File: config.mk
export PLATFORM = sky130hd
export DESIGN_NAME = port_rx_queue
export DESIGN_NICKNAME = d
export VERILOG_FILES = /design/src/switch_pkg.sv /design/src/port_rx_queue.sv
export SDC_FILE = /design/constraint.sdc
export NUM_CORES = 1
export LEC_CHECK = 0
export BUFFER_PORTS_ARGS = -buffer_cell sky130_fd_sc_hd__buf_2
export CAP_MARGIN = 10
export CORE_AREA = 8 8 299 359
export CTS_CLUSTER_DIAMETER = 100
export DETAILED_ROUTE_END_ITERATION = 7
export DIE_AREA = 0 0 307 367
export GPL_TIMING_DRIVEN = 0
export MAX_ROUTING_LAYER = met4
export SLEW_MARGIN = 0
export SYNTH_ARGS = -nofsm -noshare
export SYNTH_HDL_FRONTEND = slang
export SYNTH_SLANG_ARGS = --single-unit
File: constraint.sdc
create_clock -name clock -period 3.9 [get_ports clock]
set_clock_uncertainty 0.2 [all_clocks]
set_input_delay 0.78 -clock clock [delete_from_list [all_inputs] [get_ports clock]]
set_output_delay 0.78 -clock clock [all_outputs]
set_load 0.05 [all_outputs]
File: src/switch_pkg.sv
package switch_pkg;

    ////////////////////
    // Sizes
    ////////////////////
    localparam int NUM_PORTS        = 4;
    localparam int PORT_IDX_W       = $clog2(NUM_PORTS);
    localparam int RX_QUEUE_BYTES   = 128;
    localparam int CAM_DEPTH        = 32;
    localparam int MAC_HEADER_BYTES = 12;

    // Derived widths
    localparam int RXQ_PTR_W = $clog2(RX_QUEUE_BYTES);
    localparam int RXQ_CNT_W = $clog2(RX_QUEUE_BYTES + 1);
    localparam int CAM_IDX_W = $clog2(CAM_DEPTH);
    localparam int HDR_IDX_W = $clog2(MAC_HEADER_BYTES);

    ////////////////////
    // Stream and address types
    ////////////////////
    typedef struct packed {
        logic [7:0] data;
        logic       last;
    } stream_beat_t;

    // First received byte sits in bits 47:40
    typedef logic [47:0]           mac_addr_t;
    typedef logic [PORT_IDX_W-1:0] port_idx_t;
    typedef logic [NUM_PORTS-1:0]  port_mask_t;

    ////////////////////
    // MAC table interface
    ////////////////////
    typedef struct packed {
        logic      valid;
        mac_addr_t lookup_key;
        mac_addr_t learn_key;
        port_idx_t learn_port;
    } cam_req_t;

    typedef struct packed {
        logic      valid;
        logic      hit;
        port_idx_t port;
    } cam_rsp_t;

endpackage

File: src/port_rx_queue.sv
`timescale 1ns/1ps

module port_rx_queue (
    input  logic                     clock,
    input  logic                     arst_n,
    input  switch_pkg::stream_beat_t in_beat,
    input  logic                     in_valid,
    output logic                     in_ready,
    output switch_pkg::stream_beat_t head_beat,
    output logic                     frame_avail,
    input  logic                     pop
);

    switch_pkg::stream_beat_t mem [switch_pkg::RX_QUEUE_BYTES];

    logic [switch_pkg::RXQ_PTR_W-1:0] wr_ptr;
    logic [switch_pkg::RXQ_PTR_W-1:0] rd_ptr;
    logic [switch_pkg::RXQ_CNT_W-1:0] byte_count;
    logic [switch_pkg::RXQ_CNT_W-1:0] frame_count;

    logic push;
    logic pull;
    logic push_last;
    logic pull_last;

    assign in_ready  = (byte_count != switch_pkg::RXQ_CNT_W'(switch_pkg::RX_QUEUE_BYTES));
    assign push      = in_valid && in_ready;
    assign pull      = pop && (byte_count != '0);
    assign push_last = push && in_beat.last;
    assign pull_last = pull && head_beat.last;

    assign head_beat   = mem[rd_ptr];
    // Only whole frames are offered, so the orchestrator never stalls mid-frame
    assign frame_avail = (frame_count != '0);

    always_ff @(posedge clock) begin
        if (push) begin
            mem[wr_ptr] <= in_beat;
        end
    end

    always_ff @(posedge clock or negedge arst_n) begin
        if (!arst_n) begin
            wr_ptr      <= '0;
            rd_ptr      <= '0;
            byte_count  <= '0;
            frame_count <= '0;
        end else begin
            if (push) begin
                wr_ptr <= wr_ptr + 1'b1;
            end
            if (pull) begin
                rd_ptr <= rd_ptr + 1'b1;
            end

            case ({push, pull})
                2'b10:   byte_count <= byte_count + 1'b1;
                2'b01:   byte_count <= byte_count - 1'b1;
                default: byte_count <= byte_count;
            endcase

            // Complete frames held
            case ({push_last, pull_last})
                2'b10:   frame_count <= frame_count + 1'b1;
                2'b01:   frame_count <= frame_count - 1'b1;
                default: frame_count <= frame_count;
            endcase
        end
    end

endmodule

After elaboration in Yosys (flattened, before gate mapping)
Memories as Yosys holds them, arrays and structs flattened.
Index checks and enable logic that the tools add are counted.
{"block": "totals", "latchBits": 0, "register_bits": 30, "wordCells": 28, "inputBits": 13, "rom_bits": 0, "output_inout_bits": 11, "mem_count": 1, "ram_bits": 1152}
{"name": "mem", "depth": 128, "width": 9, "rd": 1, "rd_clocked_by_memory_dff": 0, "write_ports": 1, "line": "port_rx_queue.sv:14", "text": "switch_pkg::stream_beat_t mem [switch_pkg::RX_QUEUE_BYTES];"}
{"block": "op_classes", "n_addsub": 6, "multipliers": 0, "eq_ne": 5, "div": 0, "n_reduce_logical": 8, "mux": 4, "bitwise_logic": 0, "order_cmp": 0, "n_shift": 0}
{"cell": "8-bit one-hot mux with 2 select lines", "count": 2}
{"cell": "8-bit by 1-bit adder with 8-bit output, second input constant", "count": 2}
{"cell": "8-bit nonzero test", "count": 2}
{"cell": "8-bit by 1-bit subtractor with 8-bit output, second input constant", "count": 2}
{"cell": "7-bit by 1-bit adder with 7-bit output, second input constant", "count": 2}
{"cell": "8-bit inequality test, second input constant", "count": 1}
{"cell": "2-bit by 1-bit == test with 1-bit output, second input constant", "count": 2}
{"cell": "2-bit == test, second input constant", "count": 2}
{"cell": "1-bit logical AND", "count": 4}
{"cell": "2-bit nonzero test", "count": 2}
{"cell": "1-bit 2-to-1 mux", "count": 2}

Logic depth before layout (Yosys ltp)
{"block": "depth", "depth_word": 5, "mapped_depth": 18}

Worst setup path before layout
Ideal clock, no wire load.
{"block": "synth_timing", "path_type": "reg2reg", "from": "register rd_ptr[0] (netlist name)", "to": "register frame_count[7] (netlist name)", "period_less_slack_ps": 4281, "t_arrival_ps": 3943, "path_buffers": 4, "setup_time_ps": 138, "path_slack_ps": -381, "path_stages_with_launch": 18, "cell_sequence": "dfrtp_1 > buf_6 > buf_6 > buf_2 > buf_6 > mux4_2 > a221oi_1 > nor3_1 > nor4_1 > nor3_1 > ha_1 > ha_1 > a21o_1 > a21oi_1 > o21ai_0 > a2111oi_0 > or4_1 > o221ai_1"}
{"block": "synth_between", "elab_chain_cells": 4}
{"element": "start: declaration", "line": "port_rx_queue.sv:17", "text": "logic [switch_pkg::RXQ_PTR_W-1:0] rd_ptr;"}
{"element": "start signal: assignment", "line": "port_rx_queue.sv:53", "text": "rd_ptr <= rd_ptr + 1'b1;"}
{"element": "memory 128 x 9 bit *"}
{"element": "1-bit logical AND *", "line": "port_rx_queue.sv:30", "text": "assign pull_last = pull && head_beat.last;"}
{"element": "2-bit by 1-bit == test with 1-bit output / 2-bit == test (equally long branches)", "line": "port_rx_queue.sv:63", "text": "case ({push_last, pull_last})"}
{"element": "8-bit one-hot mux with 2 select lines / 2-bit nonzero test (equally long branches)"}
{"element": "end signal: assignment", "line": "port_rx_queue.sv:64", "text": "2'b10: frame_count <= frame_count + 1'b1;"}
{"element": "end signal: assignment", "line": "port_rx_queue.sv:65", "text": "2'b01: frame_count <= frame_count - 1'b1;"}
{"element": "end signal: assignment", "line": "port_rx_queue.sv:66", "text": "default: frame_count <= frame_count;"}
{"element": "end: declaration", "line": "port_rx_queue.sv:19", "text": "logic [switch_pkg::RXQ_CNT_W-1:0] frame_count;"}
Mark *: on every way between the ends. The rest lies on a longest branch, timed or not.
A chain may end at the register's enable or synchronous reset.

Worst setup path after layout
Ends and elaborated chain as after synthesis.

==> impl_results.md <==
- I/O Buffers: 23
- Min Clock Period, post-route: 4.463 ns
- First-pass GRT wire length: 162.6 mm
- Place WS: -1.811 ns
- Dominant synthesized flop cell: edfxtp_1
- DR WL/cell: roughly 30 um
- Vias: between 20,000 and 25,000
- Routed via count divided by cell count: between 5 and 6
- Netlist cell types: 48
- Worst VDD drop: around 0.00065 V
- Ranking of synthesized cells by area: edfxtp_1 75%, mux4_2 16%, dfrtp_1 1.6%
- Final worst slack: -0.5635 ns
- Critical Path Slowest Stage Cell: mux4_2
- Hold Crit Start: wr_ptr[2]
- Power Density: around 710 nW/um2
- RSZ-0062 raised after global routing: true
- WP data required: 4.25 ns
- Failing checks: setup timing
- Post-DRT Antenna Nets: 0
- CTS tree: yes
- Final worst path period share: 1.144
- Max stage delay on crit path: around 0.53 ns
- Register bit total from synthesis: 1,182
- Mapped cell area: 46,170 um2
- Buffers & Inverters on Critical Path: 4
- Row Count: roughly 130
- Fraction of layout instances using a drive strength above 1: 0.3483
- MaxCap Viol Count: 0
- CTS sink cnt: 1,182
- Hold violation count in the final report: 0
- Die height: between 300 and 400 um
- Worst hold path class: register to register
- Final wirelength: approximately 110 mm
- Antenna cells: 0
- CTS root buf: clkbuf_16
- Crit. End Element: register
- Overall global routing resource usage: 0.2043
- R2r setup slk: -0.56 ns
- IO Count: 24
- Syn Inst Count: approximately 2,100
- Vias in the first global route: 22,780
- DRC: 0
- Crit path cell chain: buf_12, buf_12, buf_16, mux4_2, mux2i_2, o221ai_1, nor4_2, buf_4, nor3_4, ha_4, ha_1, a21o_1, a21oi_2, o21ai_2, a2111oi_2, or4_1, o221ai_1
- Starting Density: 0.4561
- Post-synthesis net count: 2,115
- Reg clk slew, reported paths: ~0.07 ns
- Initial antenna violation count: 0
- Worst-margin pin slew: about 1.3 ns
- Worst slew margin: 0.1502
- Worst setup path class: register to register
- Worst EP arrival: between 4 and 5 ns
- Core ar.: between 100,000 and 150,000 um2
- Worst Setup SP: rd_ptr[0]
- Clock Tree Buf Depth: 3
- Post-synth EDFFs: approximately 1,200
- Largest net degree at the start of global routing: between 80 and 90
- Clk Latency, worst-skew pair: 0.69 ns
- Die W: 307 um
- Area delta synth->final: 16.68%
- Final Max Tran Viols: 0
- Ys Warns: 0
- Die ar.: 112,700 um2
- Commonest non-fill, non-tap cell in the layout: edfxtp_1
- Total grt overflow: 0
- Post-synthesis async set-or-reset flop share: 0.02538
- Syn Area/Cell: 22.15 um2
- Final Wtd Congestion: 0.9901
- TritonCTS Buffers: 110
- Post-DP Area: 48,360 um2
- Design Area, Final: approximately 54,000 um2
- Crit Path Max Fanout: 10
- Critical Path Start Type: register
- Post-synth top area share: 0.7493
- Hpwl dp: 73.71 mm
- TritonRoute pass-1 iters: 5
- Commonest cells after routing, fill and taps aside: 1,152 x edfxtp_1, 336 x mux4_2, 113 x clkbuf_16
- Initial DRC count: roughly 2,300
- Final #Nets: between 2,000 and 2,500
- Max frequency: roughly 220 MHz
- Seq/Total Area, Yosys: 0.7655
- Delay-heaviest family, CP: compound AO/OA/AOI/OAI gates
- RR Startpoint: rd_ptr[0]
- Leakage: ~17 nW
- Synth area leader: edfxtp_1
- Total power: 38.47 mW
- Status: finished with violations
- Finish-stage setup viols: 14
- H-Tree Depth: 3
==> stage by stage <==
| stage | hold WS, ns | utilization | TNS, ns | cells |
|---|---|---|---|---|
| after floorplan | 0.2587 | - | 0 | 2084 |
| after global placement | 0.2761 | 0.4751 | -613.79 | 3472 |
| after detailed placement | 0.3060 | 0.4778 | -664.69 | 3481 |
| after CTS | 0.2972 | 0.5263 | -6.724 | 3692 |
| after global routing | 0.3225 | 0.5322 | -8.736 | 3708 |
| final | 0.3273 | 0.5322 | -6.259 | 3708 |
==> power breakdown <==
group	total, mW	internal (mW)	switching, mW	leakage, nW
combinational	13.6	6.11	7.51	4.18
clock	10.4	5.75	4.60	1.67
sequential	14.5	14.3	0.196	10.7
total	38.5	26.2	12.3	16.6
==> cell type report <==
cell class / instances / area, um2
clock buffers: 138 / 2879
plain buffers: 107 / 1177
inverters: 19 / 75.07
fillers: 7707 / 47350
flip-flops and latches: 1182 / 35350
multi-input cells: 771 / 11370
repair buffers: 66 / 769.5
well taps: 1365 / 1708
clock inverters: 60 / 543.0
==> synthesized netlist by cell type (6+ instances only) <==
cell,count
o21ai_0,16
mux4_2,336
mux2i_1,37
nand2_1,47
a21oi_1,17
xnor2_1,14
nor2b_1,11
nand3_1,13
a31oi_1,11
buf_2,39
dfrtp_1,30
xor2_1,6
ha_1,16
nor2_1,142
edfxtp_1,1152
a221oi_1,6
o221ai_1,11
buf_1,6
a22oi_1,16
o22ai_1,8
inv_1,19
nor3_1,8
clkbuf_1,60
a311o_1,8
==> worst reg2reg max path, cell delays in order, from the launching register on <==
cell,delay [ns]
dfrtp_2,0.40
buf_12,0.17
buf_12,0.20
buf_16,0.21
mux4_2,0.53
mux2i_2,0.23
o221ai_1,0.18
nor4_2,0.37
buf_4,0.22
nor3_4,0.07
ha_4,0.19
ha_1,0.29
a21o_1,0.20
a21oi_2,0.20
o21ai_2,0.11
a2111oi_2,0.31
or4_1,0.16
o221ai_1,0.10
==> registers in the layout, summed over array words and instances (netlist names) <==
signal / count
rd_ptr: 7
byte_count: 8
frame_count: 8
wr_ptr: 7
mem: 1152
==> cell families (layout without fill, tap and decap cells) <==
| logic type | Yosys count | in the layout | share of synthesized area |
|---|---|---|---|
| buf+inv | 131 | 390 | 0.01260 |
| fa+ha+maj | 18 | 18 | 0.005203 |
| mux | 374 | 374 | 0.1722 |
| xor+xnor | 20 | 20 | 0.003794 |
| compound gates | 114 | 114 | 0.01808 |
| flops | 1182 | 1182 | 0.7655 |
| simple gates | 245 | 245 | 0.02260 |
==> worst paths after layout <==
path                             endpoint  depth (start not counted)
max                        frame_count[7]                         17
min                             wr_ptr[2]                          1
max reg2reg                frame_count[7]                         17
min reg2reg                     wr_ptr[2]                          1
max in group asynchronous       rd_ptr[0]                          2
min in group asynchronous   byte_count[7]                          2
==> metal layers <==
layer  part of all wire  GRT usage
met1               0.40     0.2654
met5                  0          -
met4              0.032    0.06910
met2               0.50     0.3305
met3              0.063    0.03220
==> timing repair <==
item | CTS | global route
gates resized for setup | 345 | 112
pin swaps | 21 | 16
hold endpoints to repair | 23 | 0
buffers inserted | 13 | 17
cloned | 2 | 1
endpoints found under the setup margin | 859 | 295
hold buffers | 1 | 0
No activity file was read; power rests on OpenSTA's default activity.
