### config.mk
export PLATFORM = sky130hd
export DESIGN_NAME = mac_cam_table
export DESIGN_NICKNAME = d
export VERILOG_FILES = /design/src/switch_pkg.sv /design/src/mac_cam_table.sv
export SDC_FILE = /design/constraint.sdc
export NUM_CORES = 2
export LEC_CHECK = 0
export BUFFER_PORTS_ARGS = -buffer_cell sky130_fd_sc_hd__buf_2
export CORE_MARGIN = 4
export CORE_UTILIZATION = 30
export DETAILED_ROUTE_END_ITERATION = 12
export PLACE_DENSITY = 0.43
export SLEW_MARGIN = 40
export SYNTH_ARGS = -nofsm -noshare
export SYNTH_HDL_FRONTEND = slang
export SYNTH_SLANG_ARGS = --single-unit
### constraint.sdc
create_clock -name clock -period 8 [get_ports clock]
set_input_delay 0 -clock clock [delete_from_list [all_inputs] [get_ports clock]]
set_output_delay 0 -clock clock [all_outputs]
set_load 0.02 [all_outputs]
### src/switch_pkg.sv
package switch_pkg;

    ////////////////////
    // Sizes
    ////////////////////
    localparam int NUM_PORTS        = 4;
    localparam int PORT_IDX_W       = $clog2(NUM_PORTS);
    localparam int RX_QUEUE_BYTES   = 128;
    localparam int CAM_DEPTH        = 32;
    localparam int MAC_HEADER_BYTES = 12;

    // Derived widths
    localparam int RXQ_PTR_W = $clog2(RX_QUEUE_BYTES);
    localparam int RXQ_CNT_W = $clog2(RX_QUEUE_BYTES + 1);
    localparam int CAM_IDX_W = $clog2(CAM_DEPTH);
    localparam int HDR_IDX_W = $clog2(MAC_HEADER_BYTES);

    ////////////////////
    // Stream and address types
    ////////////////////
    typedef struct packed {
        logic [7:0] data;
        logic       last;
    } stream_beat_t;

    // First received byte sits in bits 47:40
    typedef logic [47:0]           mac_addr_t;
    typedef logic [PORT_IDX_W-1:0] port_idx_t;
    typedef logic [NUM_PORTS-1:0]  port_mask_t;

    ////////////////////
    // MAC table interface
    ////////////////////
    typedef struct packed {
        logic      valid;
        mac_addr_t lookup_key;
        mac_addr_t learn_key;
        port_idx_t learn_port;
    } cam_req_t;

    typedef struct packed {
        logic      valid;
        logic      hit;
        port_idx_t port;
    } cam_rsp_t;

endpackage

### src/mac_cam_table.sv
`timescale 1ns/1ps

module mac_cam_table (
    input  logic                 clock,
    input  logic                 arst_n,
    input  switch_pkg::cam_req_t req,
    output switch_pkg::cam_rsp_t rsp
);

    logic [switch_pkg::CAM_DEPTH-1:0] entry_valid;
    switch_pkg::mac_addr_t            entry_mac  [switch_pkg::CAM_DEPTH];
    switch_pkg::port_idx_t            entry_port [switch_pkg::CAM_DEPTH];

    logic [switch_pkg::CAM_IDX_W-1:0] replace_ptr;

    logic                             lookup_hit;
    switch_pkg::port_idx_t            lookup_port;
    logic                             learn_hit;
    logic [switch_pkg::CAM_IDX_W-1:0] learn_idx;
    logic [switch_pkg::CAM_IDX_W-1:0] write_idx;

    ////////////////////
    // Parallel compare
    ////////////////////
    always_comb begin
        lookup_hit  = 1'b0;
        lookup_port = '0;
        learn_hit   = 1'b0;
        learn_idx   = '0;
        for (int i = 0; i < switch_pkg::CAM_DEPTH; i++) begin
            if (entry_valid[i] && (entry_mac[i] == req.lookup_key)) begin
                lookup_hit  = 1'b1;
                lookup_port = entry_port[i];
            end
            if (entry_valid[i] && (entry_mac[i] == req.learn_key)) begin
                learn_hit = 1'b1;
                learn_idx = switch_pkg::CAM_IDX_W'(i);
            end
        end
    end

    // Known station is updated in place, new one goes to the oldest slot
    assign write_idx = learn_hit ? learn_idx : replace_ptr;

    always_ff @(posedge clock) begin
        if (req.valid) begin
            entry_mac[write_idx]  <= req.learn_key;
            entry_port[write_idx] <= req.learn_port;
        end
    end

    ////////////////////
    // Control and response
    ////////////////////
    always_ff @(posedge clock or negedge arst_n) begin
        if (!arst_n) begin
            rsp         <= '0;
            entry_valid <= '0;
            replace_ptr <= '0;
        end else begin
            rsp.valid <= req.valid;
            if (req.valid) begin
                rsp.hit  <= lookup_hit;
                rsp.port <= lookup_port;

                entry_valid[write_idx] <= 1'b1;
                if (!learn_hit) begin
                    if (replace_ptr == switch_pkg::CAM_IDX_W'(switch_pkg::CAM_DEPTH - 1)) begin
                        replace_ptr <= '0;
                    end else begin
                        replace_ptr <= replace_ptr + 1'b1;
                    end
                end
            end
        end
    end

endmodule

# Yosys cells after proc, flatten, opt, wreduce, memory -nomap -nowiden
# Memory sizes are Yosys's and may differ from the RTL's.
# Cells that the tools add are included.
[totals]
register_bits = 41
ramBits = 1600
input_bits = 101
out_inout_bits = 4
n_memories = 2
[op_classes]
add_sub_neg = 1
order_cmp = 2
n_eq_ne = 65
n_mux = 133
n_bitwise = 2
reduce_logical = 66
[memory_table]
columns = ["memory", "depth", "width", "read_ports", "rd_ports_with_merged_regs", "write_ports", "line_no", "rtl"]
rows = [
  ["entry_mac", 32, 48, 32, 0, 1, "mac_cam_table.sv:11", "switch_pkg::mac_addr_t entry_mac [switch_pkg::CAM_DEPTH];"],
  ["entry_port", 32, 2, 32, 0, 1, "mac_cam_table.sv:12", "switch_pkg::port_idx_t entry_port [switch_pkg::CAM_DEPTH];"],
]
[op_table]
columns = ["operator", "n"]
rows = [
  ["48-bit == test", 64],
  ["5-bit two-way mux", 32],
  ["1-bit two-way mux", 68],
  ["1-bit logical AND", 65],
  ["2-bit two-way mux", 32],
  ["32-bit OR", 1],
  ["5-bit by 6-bit < comparator with 1-bit output, second input constant", 1],
  ["5-bit by 1-bit adder with 5-bit output, second input constant", 1],
  ["1-bit demux with 5-bit select", 1],
  ["5-bit == test, second input constant", 1],
  ["5-bit by 1-bit greater-or-equal comparator with 1-bit output, second input constant", 1],
  ["2-bit AND reduction", 1],
  ["1-bit inverter", 1],
]

# Longest topological paths before layout
# An unclocked memory read counts as a cell.
[logic_depth]
depth_word = 41
mapped_depth = 16
ltp_nobuf = 11

# Worst setup path after synthesis
# OpenSTA, ideal clock, no wires.
[synth_timing]
path_type = "register to register"
from = "mem entry_mac[2][27] in the netlist's numbering"
to = "mem entry_mac[12][0] in the netlist's numbering, enable pin"
t_arrival_ns = 6.239
path_slack_ns = 1.241
stages_incl_launch_ff = 13
path_buffers = 1
synth_period_minus_slack_ns = 6.759
path_cell_list = "edfxtp_1 -> xnor2_1 -> nand2_1 -> or4b_1 -> or4_1 -> o211a_1 -> o21bai_1 -> a21oi_1 -> o221ai_1 -> a221oi_2 -> o21a_1 -> buf_4 -> nor3_1"
[synth_lines]
columns = ["element", "line_no"]
rows = [
  ["start: declaration", "mac_cam_table.sv:11"],
]

# Worst setup path after layout
[layout_timing]
from = "in req[9] in the netlist's numbering"
to = "mem entry_mac[31][38] in the netlist's numbering, enable pin"
[layout_via]
elab_chain_len = 35
word_cells_on_any_way = 128
cone_classes = "32 x eq/ne; 64 x mux; 32 x reduce/logical"
[layout_lines]
columns = ["element", "line_no", "rtl"]
rows = [
  ["start: declaration", "mac_cam_table.sv:6", "input switch_pkg::cam_req_t req,"],
  ["48-bit == test", "mac_cam_table.sv:35", "if (entry_valid[i] && (entry_mac[i] == req.learn_key)) begin"],
  ["1-bit logical AND", "mac_cam_table.sv:35", ""],
  ["1-bit two-way mux (32 in series)", "mac_cam_table.sv:35", ""],
  ["5-bit two-way mux *", "mac_cam_table.sv:43", "assign write_idx = learn_hit ? learn_idx : replace_ptr;"],
]
# Mark *: on every way between the ends. The rest lies on a longest branch, timed or not.

==> results_dict.tcl <==
set metrics [dict create \
    holdPathStages 2 \
    synth.yosys.seq_area_share_pct 52.6 \
    instances_no_fill 12400 \
    finish.utilization_pct 34.9 \
    power_per_cell_area_nw_per_um2 219 \
    post-route-min-period_ns 6.00 \
    worst_slew_margin_rel_pct 34.2 \
    vias_per_cell 6.04 \
    grt_pass1_wl_um 705000 \
    run_status "completed" \
    dpl_worst_slack_ns 1.97 \
    die-area_sq_um 320000 \
    placement_rows 204 \
    post_synth_main_area_contributors "sky130_fd_sc_hd__edfxtp_1, sky130_fd_sc_hd__xnor2_1, sky130_fd_sc_hd__xor2_1, sky130_fd_sc_hd__nand4_1, sky130_fd_sc_hd__nor4_1" \
    timing.hold.worst.class "in -> reg" \
    layout_net_count 8182 \
    initialDrtViolationCount 11500 \
    dp_hpwl_um 371000 \
    ant_nets 0 \
    synth_nets 7860 \
    postSynthCellCount 7757 \
    synth_largest_area_cell "sky130_fd_sc_hd__edfxtp_1" \
    mostFrequentLayoutCells "sky130_fd_sc_hd__edfxtp_1, sky130_fd_sc_hd__xnor2_1, sky130_fd_sc_hd__xor2_1" \
    synth.cell_area_sq_um 93400 \
    die_height_um 566 \
    post_synth_top_area_share_pct 51.5 \
    rsz0062_at_grt "false" \
    layout_commonest_cell "sky130_fd_sc_hd__edfxtp_1" \
    synth.avg_cell_area_sq_um 12.0 \
    worstPathMaxFanout 50 \
    cts_tree "yes" \
    initial_core_util_pct 30.2 \
    first_global_vias 71300 \
    post_cts_clock_slew_at_the_launch_and_capture_registers_of_the_worst_setup_and_hold_paths_ns 0.06 \
    timing_hold_violations_final 0 \
    drc 0 \
    ctsHtreeMaxLevel 4 \
    power_leakage_nw 34.4 \
    yosysWarningCount 0 \
    cts_made_buffers 203 \
    finalSetupViolCount 0 \
    critical_path.startpoint_type "input port" \
    synth-main-ff-cell "sky130_fd_sc_hd__edfxtp_1" \
    num_io_pins 105 \
    worst_skew_pair.late_latency_ns 0.92 \
    synth.ff_latch_count 1641 \
    netlist-cell-type-count 86 \
    asyncSetResetFlopFracSynth_pct 2.50 \
    portBuffers 104 \
    routed_wl_um 545000 \
    setup_tns_ns 0 \
    vias 74900 \
    global_route.usage.total_pct 32.7 \
    firstDrtPassIters 8 \
    criticalPathCategory "in -> reg" \
    dp_cells 11900 \
    wire_per_inst_um 44.0 \
    num-fill-cells 30700 \
    worst_clock_skew_ns 0.0577 \
    end_kind "flop" \
    synth_enable_flop_cells 1600 \
    worst-endpoint-arrival_ns 6.51 \
    cts.sink_count 1641 \
    antenna_found_initial 56 \
    routabilityCongestion 0.995 \
    area_growth_syn_to_layout_pct 15.7 \
    timing_max_transition_violations_final 0 \
    floorplan.core_area_sq_um 309000 \
    r2r_cells 13 \
    clockBufferDepth 4 \
    layout-drive-gt1-share_pct 10.2 \
    fin_worst_hold_slack_ns 0.0798 \
    fin_ws_ns 2.00 \
    crit_required_ns 8.51 \
    largest_net_degree_at_the_start_of_global_routing 51 \
    overflow 0 \
    final_min_period_over_clock_period_pct 75.0 \
    die_w_um 566 \
    clk_root_buffer_cell "sky130_fd_sc_hd__clkbuf_16" \
    peakVddDrop_mv 0.166 \
    f_max_mhz 167 \
    timing.max_cap.violations 0 \
    max_slew.worst_pin.slew_ns 0.986 \
]
[registers in the layout, summed over array words and instances (netlist names)]
| name | count |
|---|---|
| entry_mac | 1536 |
| entry_port | 64 |
| entry_valid | 32 |
| replace_ptr | 5 |
| rsp | 4 |
[layer usage]
| metal | GRT usage (%) | wire length, um | vias up |
|---|---|---|---|
| li1 | - | - | 29200 |
| met1 | 44.0 | 223000 | 39300 |
| met2 | 50.3 | 238000 | 5242 |
| met3 | 6.32 | 50800 | 1185 |
| met4 | 16.2 | 32800 | 12 |
| met5 | 0 | 102 | - |
[final cells by class]
class                   count  area [sq um]  share of cell area (%)
inverters                 190           713                   0.660
flip-flops and latches   1641         49100                    45.4
diodes                     24          60.1                  0.0556
clock inverters           121          1140                    1.06
clock buffers             254          5400                    5.00
repair buffers            505          4610                    4.27
well taps                4120          5150                    4.77
multi-input cells        5538         41900                    38.8
[Yosys cell counts, types with 16 or more instances]
master	instances
sky130_fd_sc_hd__or3_1	28
sky130_fd_sc_hd__clkbuf_1	44
sky130_fd_sc_hd__nor4_1	476
sky130_fd_sc_hd__nand4b_1	31
sky130_fd_sc_hd__edfxtp_1	1600
sky130_fd_sc_hd__nand2_1	218
sky130_fd_sc_hd__nand4_1	594
sky130_fd_sc_hd__buf_1	44
sky130_fd_sc_hd__o2bb2ai_1	19
sky130_fd_sc_hd__xnor2_1	1455
sky130_fd_sc_hd__or4_1	44
sky130_fd_sc_hd__nand3b_1	16
sky130_fd_sc_hd__a221oi_1	24
sky130_fd_sc_hd__nor3_1	145
sky130_fd_sc_hd__nand3_1	144
sky130_fd_sc_hd__nor2_1	161
sky130_fd_sc_hd__buf_4	84
sky130_fd_sc_hd__o21ai_0	54
sky130_fd_sc_hd__dfrtp_1	41
sky130_fd_sc_hd__a21oi_1	22
sky130_fd_sc_hd__buf_2	189
sky130_fd_sc_hd__buf_6	27
sky130_fd_sc_hd__a2111oi_0	17
sky130_fd_sc_hd__o2111ai_1	62
sky130_fd_sc_hd__nand2b_1	291
sky130_fd_sc_hd__nor4b_1	50
sky130_fd_sc_hd__and3_1	22
sky130_fd_sc_hd__o31ai_1	31
sky130_fd_sc_hd__inv_1	184
sky130_fd_sc_hd__nor2b_1	45
sky130_fd_sc_hd__o22ai_1	48
sky130_fd_sc_hd__and4_1	17
sky130_fd_sc_hd__xor2_1	1289
[worst max-delay path: stages]
cell                            delay, ns
sky130_fd_sc_hd__dlygate4sd3_1       0.54
sky130_fd_sc_hd__buf_6               0.53
sky130_fd_sc_hd__buf_4               0.53
sky130_fd_sc_hd__xnor2_1             0.21
sky130_fd_sc_hd__nand4_1             0.12
sky130_fd_sc_hd__nor4_1              0.34
sky130_fd_sc_hd__nand3_1             0.19
sky130_fd_sc_hd__nor4_2              0.67
sky130_fd_sc_hd__buf_4               0.25
sky130_fd_sc_hd__o21ai_0             0.19
sky130_fd_sc_hd__a221oi_1            0.79
sky130_fd_sc_hd__o311a_1             0.28
sky130_fd_sc_hd__or3_1               0.15
sky130_fd_sc_hd__nand3_1             0.59
sky130_fd_sc_hd__nor2_4              0.30
sky130_fd_sc_hd__buf_4               0.60
[cell families after synthesis]
family                   count (synthesis)  synth area share (%)
XOR/XNOR                              2744                  25.7
AND/OR/NAND/NOR                       2361                  15.0
multiplexers                             9                 0.102
AO/OA/AOI/OAI                          422                  3.46
adder cells (fa/ha/maj)                  2                0.0268
buffers and inverters                  578                  3.13
flip-flops                            1641                  52.6
[through the flow]
stage | power [mW] | instance area, sq um
floorplan | 12.2 | 93400
global placement | 14.2 | 101000
detailed placement | 14.2 | 101000
CTS | 23.6 | 108000
global route | 24.2 | 108000
finish | 23.7 | 108000
[power by group]
group | switching (mW) | leakage, nW | internal (mW) | total [mW]
clock | 4.08 | 3.18 | 5.41 | 9.49
sequential | 0.350 | 14.8 | 9.89 | 10.2
combinational | 2.89 | 16.4 | 1.07 | 3.96
[path summary, 6_finish.rpt]
kind,start,to,slack (ns)
hold reg to reg,entry_valid[13]$_DFFE_PN0P_,entry_valid[13]$_DFFE_PN0P_,0.56
setup / recovery,req[9],entry_mac[31][38]$_DFFE_PP_,2.00
min in group asynchronous,arst_n,entry_valid[6]$_DFFE_PN0P_,0.20
max in group asynchronous,arst_n,entry_valid[28]$_DFFE_PN0P_,7.39
setup reg to reg,entry_mac[3][38]$_DFFE_PP_,entry_mac[31][38]$_DFFE_PP_,2.26
hold / removal,req[26],entry_mac[15][24]$_DFFE_PP_,0.08
[timing repair]
| action | 4_1_cts | 5_1_grt |
|---|---|---|
| gates resized for setup | 0 | 0 |
| hold buffers | 54 | 0 |
| setup buffers | 0 | 0 |
| endpoints found under the setup margin | 0 | 0 |
| endpoints found under the hold margin | 1460 | 0 |
Power figures use the tool's default switching activity.
