### src/switch_pkg.sv
package switch_pkg;

    ////////////////////
    // Sizes
    ////////////////////
    localparam int NUM_PORTS        = 4;
    localparam int PORT_IDX_W       = $clog2(NUM_PORTS);
    localparam int RX_QUEUE_BYTES   = 128;
    localparam int CAM_DEPTH        = 32;
    localparam int MAC_HEADER_BYTES = 12;

    // Derived widths
    localparam int RXQ_PTR_W = $clog2(RX_QUEUE_BYTES);
    localparam int RXQ_CNT_W = $clog2(RX_QUEUE_BYTES + 1);
    localparam int CAM_IDX_W = $clog2(CAM_DEPTH);
    localparam int HDR_IDX_W = $clog2(MAC_HEADER_BYTES);

    ////////////////////
    // Stream and address types
    ////////////////////
    typedef struct packed {
        logic [7:0] data;
        logic       last;
    } stream_beat_t;

    // First received byte sits in bits 47:40
    typedef logic [47:0]           mac_addr_t;
    typedef logic [PORT_IDX_W-1:0] port_idx_t;
    typedef logic [NUM_PORTS-1:0]  port_mask_t;

    ////////////////////
    // MAC table interface
    ////////////////////
    typedef struct packed {
        logic      valid;
        mac_addr_t lookup_key;
        mac_addr_t learn_key;
        port_idx_t learn_port;
    } cam_req_t;

    typedef struct packed {
        logic      valid;
        logic      hit;
        port_idx_t port;
    } cam_rsp_t;

endpackage

### src/frame_orchestrator.sv
`timescale 1ns/1ps

module frame_orchestrator (
    input  logic                                                clock,
    input  logic                                                arst_n,
    input  switch_pkg::stream_beat_t [switch_pkg::NUM_PORTS-1:0] head_beat,
    input  switch_pkg::port_mask_t                              frame_avail,
    output switch_pkg::port_mask_t                              pop,
    output switch_pkg::cam_req_t                                cam_req,
    input  switch_pkg::cam_rsp_t                                cam_rsp,
    output switch_pkg::stream_beat_t                            tx_beat,
    output switch_pkg::port_mask_t                              tx_valid
);

    typedef enum logic [2:0] {
        ST_IDLE,
        ST_HEADER,
        ST_LOOKUP,
        ST_SEND_HEADER,
        ST_SEND_BODY,
        ST_DRAIN
    } state_t;

    state_t                           state;
    switch_pkg::port_idx_t            cur_port;
    switch_pkg::port_idx_t            last_port;
    logic [switch_pkg::HDR_IDX_W-1:0] hdr_idx;
    logic                             frame_ended;
    logic                             lookup_issued;
    switch_pkg::port_mask_t           egress_mask;

    switch_pkg::stream_beat_t         hdr_buf [switch_pkg::MAC_HEADER_BYTES];

    logic                             grant_found;
    switch_pkg::port_idx_t            grant_port;
    switch_pkg::port_idx_t            cand_port;
    switch_pkg::mac_addr_t            dst_mac;
    switch_pkg::mac_addr_t            src_mac;
    switch_pkg::port_mask_t           rsp_mask;
    switch_pkg::stream_beat_t         cur_head;
    logic                             hdr_end;

    assign cur_head = head_beat[cur_port];
    assign hdr_end  = (hdr_idx == switch_pkg::HDR_IDX_W'(switch_pkg::MAC_HEADER_BYTES - 1));

    ////////////////////
    // Round-robin grant
    ////////////////////
    always_comb begin
        grant_found = 1'b0;
        grant_port  = last_port;
        cand_port   = last_port;
        for (int k = 1; k <= switch_pkg::NUM_PORTS; k++) begin
            cand_port = switch_pkg::port_idx_t'((int'(last_port) + k) % switch_pkg::NUM_PORTS);
            if (!grant_found && frame_avail[cand_port]) begin
                grant_found = 1'b1;
                grant_port  = cand_port;
            end
        end
    end

    // Destination then source
    always_comb begin
        for (int i = 0; i < 6; i++) begin
            dst_mac[47-8*i -: 8] = hdr_buf[i].data;
            src_mac[47-8*i -: 8] = hdr_buf[i+6].data;
        end
    end

    // Hit on ingress port filters the frame
    always_comb begin
        if (!cam_rsp.hit) begin
            rsp_mask = ~(switch_pkg::port_mask_t'(1) << cur_port);
        end else if (cam_rsp.port == cur_port) begin
            rsp_mask = '0;
        end else begin
            rsp_mask = switch_pkg::port_mask_t'(1) << cam_rsp.port;
        end
    end

    assign cam_req.valid      = (state == ST_LOOKUP) && !lookup_issued;
    assign cam_req.lookup_key = dst_mac;
    assign cam_req.learn_key  = src_mac;
    assign cam_req.learn_port = cur_port;

    always_comb begin
        pop      = '0;
        tx_valid = '0;
        tx_beat  = '0;
        case (state)
            ST_HEADER, ST_DRAIN: begin
                pop[cur_port] = 1'b1;
            end
            ST_SEND_HEADER: begin
                tx_beat  = hdr_buf[hdr_idx];
                tx_valid = egress_mask;
            end
            ST_SEND_BODY: begin
                pop[cur_port] = 1'b1;
                tx_beat       = cur_head;
                tx_valid      = egress_mask;
            end
            default: ;
        endcase
    end

    always_ff @(posedge clock) begin
        if (state == ST_HEADER) begin
            hdr_buf[hdr_idx] <= cur_head;
        end
    end

    ////////////////////
    // FSM
    ////////////////////
    always_ff @(posedge clock or negedge arst_n) begin
        if (!arst_n) begin
            state         <= ST_IDLE;
            cur_port      <= '0;
            last_port     <= switch_pkg::port_idx_t'(switch_pkg::NUM_PORTS - 1);
            hdr_idx       <= '0;
            frame_ended   <= 1'b0;
            lookup_issued <= 1'b0;
            egress_mask   <= '0;
        end else begin
            case (state)
                ST_IDLE: begin
                    hdr_idx     <= '0;
                    frame_ended <= 1'b0;
                    if (grant_found) begin
                        cur_port  <= grant_port;
                        last_port <= grant_port;
                        state     <= ST_HEADER;
                    end
                end
                ST_HEADER: begin
                    if (cur_head.last || hdr_end) begin
                        frame_ended   <= cur_head.last;
                        lookup_issued <= 1'b0;
                        state         <= ST_LOOKUP;
                    end else begin
                        hdr_idx <= hdr_idx + 1'b1;
                    end
                end
                ST_LOOKUP: begin
                    lookup_issued <= 1'b1;
                    hdr_idx       <= '0;
                    if (cam_rsp.valid) begin
                        egress_mask <= rsp_mask;
                        if (rsp_mask != '0) begin
                            state <= ST_SEND_HEADER;
                        end else if (frame_ended) begin
                            state <= ST_IDLE;
                        end else begin
                            state <= ST_DRAIN;
                        end
                    end
                end
                ST_SEND_HEADER: begin
                    if (hdr_buf[hdr_idx].last) begin
                        state <= ST_IDLE;
                    end else if (hdr_end) begin
                        state <= ST_SEND_BODY;
                    end else begin
                        hdr_idx <= hdr_idx + 1'b1;
                    end
                end
                ST_SEND_BODY, ST_DRAIN: begin
                    if (cur_head.last) begin
                        state <= ST_IDLE;
                    end
                end
                default: state <= ST_IDLE;
            endcase
        end
    end

endmodule

### config.mk
export PLATFORM = sky130hd
export DESIGN_NAME = frame_orchestrator
export DESIGN_NICKNAME = d
export VERILOG_FILES = /design/src/switch_pkg.sv /design/src/frame_orchestrator.sv
export SDC_FILE = /design/constraint.sdc
export NUM_CORES = 1
export LEC_CHECK = 0
export ABC_AREA = 1
export BUFFER_PORTS_ARGS = -buffer_cell sky130_fd_sc_hd__buf_4
export CAP_MARGIN = 20
export CORE_UTILIZATION = 50
export CTS_CLUSTER_DIAMETER = 50
export DETAILED_ROUTE_END_ITERATION = 7
export PLACE_DENSITY = 0.71
export SYNTH_ARGS = -nofsm -noshare
export SYNTH_HDL_FRONTEND = slang
export SYNTH_SLANG_ARGS = --single-unit
export TNS_END_PERCENT = 30
### constraint.sdc
create_clock -name clock -period 2.5 [get_ports clock]
set_input_delay 0.125 -clock clock [delete_from_list [all_inputs] [get_ports clock]]
set_output_delay 0.125 -clock clock [all_outputs]
set_load 0.005 [all_outputs]
; ---- Word level (Yosys, flattened, before mapping)
; Memories as Yosys holds them, arrays and structs flattened.
; Cells that the tools add are included.
[op_classes]
addsub = 5
mux = 44
bitwise = 1
shifts = 2
n_reduce_logical = 25
eq_ne = 15
order_cmp = 6
[op_table]
columns = operator, n
row1 = $mux 4, 7
row2 = $mux 3, 8
row3 = $bmux 9 s2, 1
row4 = $pmux 9 s2, 1
row5 = $lt 2x3->1 const B, 5
row6 = $pmux 3 s5, 1
row7 = $mux 1, 13
row8 = $ne 2x2->1 const B, 6
row9 = $pmux 4 s3, 1
row10 = $mux 9, 1
row11 = $bmux 1 s2, 4
row12 = $mux 2, 4
row13 = $reduce_and 2->1, 4
row14 = $shl 1x2->4 const A, 2
row15 = $eq 3x2->1 const B, 2
row16 = $eq 3x3->1 const B, 2
row17 = $reduce_or 2->1, 3
row18 = $logic_and 1x1->1, 5
row19 = $reduce_and 5->1, 1
row20 = $add 2x1->2 const B, 2
row21 = $add 2x2->2 const B, 2
row22 = $add 4x1->4 const B, 1
row23 = $eq 4x4->1 const B, 1
row24 = $logic_not 1->1, 4
row25 = other kinds (15), 17
[totals]
memories = 1
out_inout_bits = 116
register_bits = 17
input_bits = 46
ram_bits = 108
wordCells = 106
[mem_list]
columns = name, depth, width, read_ports, rd_clocked_by_memory_dff, write_ports, line
row1 = hdr_buf, 12, 9, 13, 0, 1, frame_orchestrator.sv:32  ; switch_pkg::stream_beat_t hdr_buf [switch_pkg::MAC_HEADER_BYTES];

; ---- Longest topological paths before layout
[logic_depth]
word_depth = 15
mapped_depth = 14

; ---- Worst setup path before layout
; Ideal clock, no wire load.
[synth_path]
path_kind = register -> register
from = reg hdr_idx[1] (netlist name)
to = mem hdr_buf[8][0] (netlist name), enable pin
stages_incl_launch_ff = 8
setup_slack_ns = 0.480
arrival_time_ns = 1.646
synth_period_minus_slack_ns = 2.020
required_ns = 2.126
path_buffers = 3
path_cell_list = dfrtp_1 -> clkbuf_2 -> inv_1 -> buf_4 -> buf_2 -> ha_1 -> nand2_1 -> nor2_1
[synth_rtl]
columns = element, line
row1 = "start, declared", frame_orchestrator.sv:27  ; logic [switch_pkg::HDR_IDX_W-1:0] hdr_idx;
row2 = "start signal, assigned", frame_orchestrator.sv:142  ; hdr_idx <= hdr_idx + 1'b1;
row3 = "start signal, assigned", frame_orchestrator.sv:165  ; hdr_idx <= hdr_idx + 1'b1;
row4 = "end, declared", frame_orchestrator.sv:32
; Straight into the memory's write port.

==> impl_metrics.env <==
export IMPL_max_cap_viol_count=0
export IMPL_min_period_ps=2410
export IMPL_clock_fmax_mhz=414
export IMPL_crit_buf_inv=3
export IMPL_first_global_vias=5901
export IMPL_relSlewSlack_pct=66.9
export IMPL_via_per_inst=5.45
export IMPL_die_y_um=129
export IMPL_drive_above_1_share_pct=27.4
export IMPL_place_congestion=0.866
export IMPL_status="completed"
export IMPL_fin_skew_ps=5.96
export IMPL_crit_slowest_cell="dfrtp_1"
export IMPL_syn_to_final_growth_pct=18.9
export IMPL_setup_viol=0
export IMPL_row_count=46
export IMPL_routed_wl_mm=20.5
export IMPL_core_area_um2=15800
export IMPL_p_comb_share_pct=37.3
export IMPL_start_util_pct=51.0
export IMPL_postRouteAntennaNets=0
export IMPL_seqPwrFrac_pct=36.9
export IMPL_port_buffers=161
export IMPL_finalHoldViolations=0
export IMPL_clk_latency_ps=430
export IMPL_synth_warnings=0
export IMPL_critPathLaunchType="register"
export IMPL_placed_cell_area_um2=8910
export IMPL_routed_via_count=6189
export IMPL_power_frac_clock_pct=25.8
export IMPL_critPathMaxFanout=14
export IMPL_cts_buffers=17
export IMPL_fin_hold_ws_ps=88.8
export IMPL_cts_sinks=161
export IMPL_critPathKind="reg -> out"
export IMPL_slowest_delay_ps=380
export IMPL_num_antenna_cells=0
export IMPL_p_leak_uw=0.00407
export IMPL_first_pass_iters=6
export IMPL_min_period_over_period_pct=96.5
export IMPL_crit_top_cell="nand2_1"
export IMPL_grt_max_degree=47
export IMPL_grt_first_pass_wirelength_mm=31.6
export IMPL_ys_ff_latch=161
export IMPL_drtIter0Drc=764
export IMPL_synthCells=815
export IMPL_die_w_um=129
export IMPL_arrival_ps=2290
export IMPL_cts_setup_buffers=0
export IMPL_yosysSeqAreaShare_pct=59.0
export IMPL_cp_top_family="buffers and inverters"
export IMPL_layout_commonest_cell="buf_4"
export IMPL_cts_buffer_depth=2
export IMPL_pre_cts_ws_ps=446
export IMPL_root_buffer="clkbuf_16"
export IMPL_stdcell_area_um2=9570
export IMPL_dieArea_um2=16600
export IMPL_end_kind="output pin"
export IMPL_power_internal_uw=6740
export IMPL_required_ps=2380
export IMPL_synth_fp_nets=865
export IMPL_wl_per_cell_um=18.1
export IMPL_drv_slew=0
export IMPL_htree_levels=4
export IMPL_synthesis_area_um2=8050
export IMPL_dp_hpwl_mm=14.3
export IMPL_clkTransAtPathRegs_ps=60
export IMPL_fin_total_pwr_uw=10800
export IMPL_setup_slack_ps=86.8
export IMPL_grtUsageMet2_pct=42.2
export IMPL_switchingPower_uw=4030
export IMPL_antenna_found_initial=0
export IMPL_gr_max_usage_layer="met2"
export IMPL_grt_overflow=0
export IMPL_synth_distinct_cells=32
export IMPL_drc=0
export IMPL_irDropWorstVdd_uv=629
export IMPL_grt_use_met3_pct=6.24
export IMPL_tightest_slew_ps=495
export IMPL_ioPinCount=162
export IMPL_grt_util_met1_pct=33.4
export IMPL_grtUsageTotal_pct=25.9
export IMPL_final_cell_mix="buf_4 (195), nand2_1 (151), edfxtp_1 (144)"
export IMPL_powerDensity_nw_per_um2=1130
export IMPL_tritoncts="done"
export IMPL_hold_path_class="in -> async"
export IMPL_p_sw_share_pct=37.4
export IMPL_path_cells="inv_1 -> buf_4 -> o21ai_0 -> o22ai_1 -> nand2_1 -> nand2_1 -> o21ai_1 -> nand2_1 -> buf_4"
export IMPL_rsz0062_at_grt="yes"
export IMPL_synth_area_per_cell_um2=9.87
export IMPL_layout_nets=956
## final timing paths
path                                             from                          to  slack, ps  depth (start not counted)
max                            hdr_idx[1]$_DFFE_PN0P_                  tx_beat[5]         90                          9
max in group asynchronous                      arst_n    last_port[0]$_DFFE_PN1P_       2160                          2
max reg2reg                    hdr_idx[0]$_DFFE_PN0P_        state[2]$_DFFE_PN0P_        460                         13
min reg2reg                egress_mask[1]$_DFFE_PN0P_  egress_mask[1]$_DFFE_PN0P_        550                          2
min                                            arst_n  egress_mask[0]$_DFFE_PN0P_         90                          2
min in group clock                         cam_rsp[3]  egress_mask[2]$_DFFE_PN0P_        140                          4
## area by class of cell
class                      instances  area (um^2)
fill                            1324         6200
sequential                       161         4750
multi-input combinational        471         2190
timing repair buffer             198         1510
clock buffer                      17          425
tap                              216          270
inverter                          57          214
clock inverter                    15          205
## per-layer routing
layer | up-vias | share of wire (%)
met3 | 39 | 9.4
met1 | 2925 | 39
met5 | - | 0
li1 | 2860 | -
met2 | 365 | 49
met4 | 0 | 2.8
## cells by family (layout without fill, tap and decap cells)
family	count (synthesis)	after routing	synth area share [%]
xor+xnor	2	2	0.218
simple gates	308	308	15.3
fa+ha+maj	4	4	0.622
compound gates	157	157	11.0
flops	161	161	59.0
buf+inv	183	287	13.8
## per-stage QoR
step                setup TNS (ps)  util, %  std cells
global route                  -153     60.7       1135
finish                           0     60.7       1135
CTS                              0     60.6       1135
global placement                 0     56.5       1102
detailed placement               0     56.5       1102
floorplan                        0        -        815
## sequential cells by signal, summed over array words and instances, names as in the netlist
register,flops
egress_mask,4
lookup_issued,1
last_port,2
state,3
hdr_idx,4
hdr_buf,144
cur_port,2
frame_ended,1
## cells in the mapped netlist, drive strengths merged
library cell	n	area share, %
nor3	3	0.19
o21ai	103	6.5
xor2	2	0.22
o221ai	1	0.11
o22ai	22	1.7
a21oi	9	0.65
dfstp	2	0.65
edfxtp	144	54
dfrtp	15	4.7
o211ai	5	0.47
buf	117	11
nand2	155	7.4
inv	57	2.7
a22oi	12	1.1
a21o	5	0.47
or2	1	0.078
clkbuf	9	0.44
nand4	5	0.39
ha	4	0.62
nand3	19	1.2
nor2	125	6.1
## power groups by stage
stage          logic, uW  registers, uW  clock network, uW
3_5_place_dp        3950           4020                  0
4_1_cts             3990           3960               2780
6_report            4010           3970               2780
2_1_floorplan       2600           3920                  0
3_3_place_gp        3900           4010                  0
5_1_grt             4440           4010               2910
## timing repair
action / in CTS / in global routing
hold endpoints to repair: 17 / 0
hold buffers: 1 / 0
resized for setup: 0 / 4
setup endpoints to repair: 0 / 7
No activity file was read; power rests on OpenSTA's default activity.
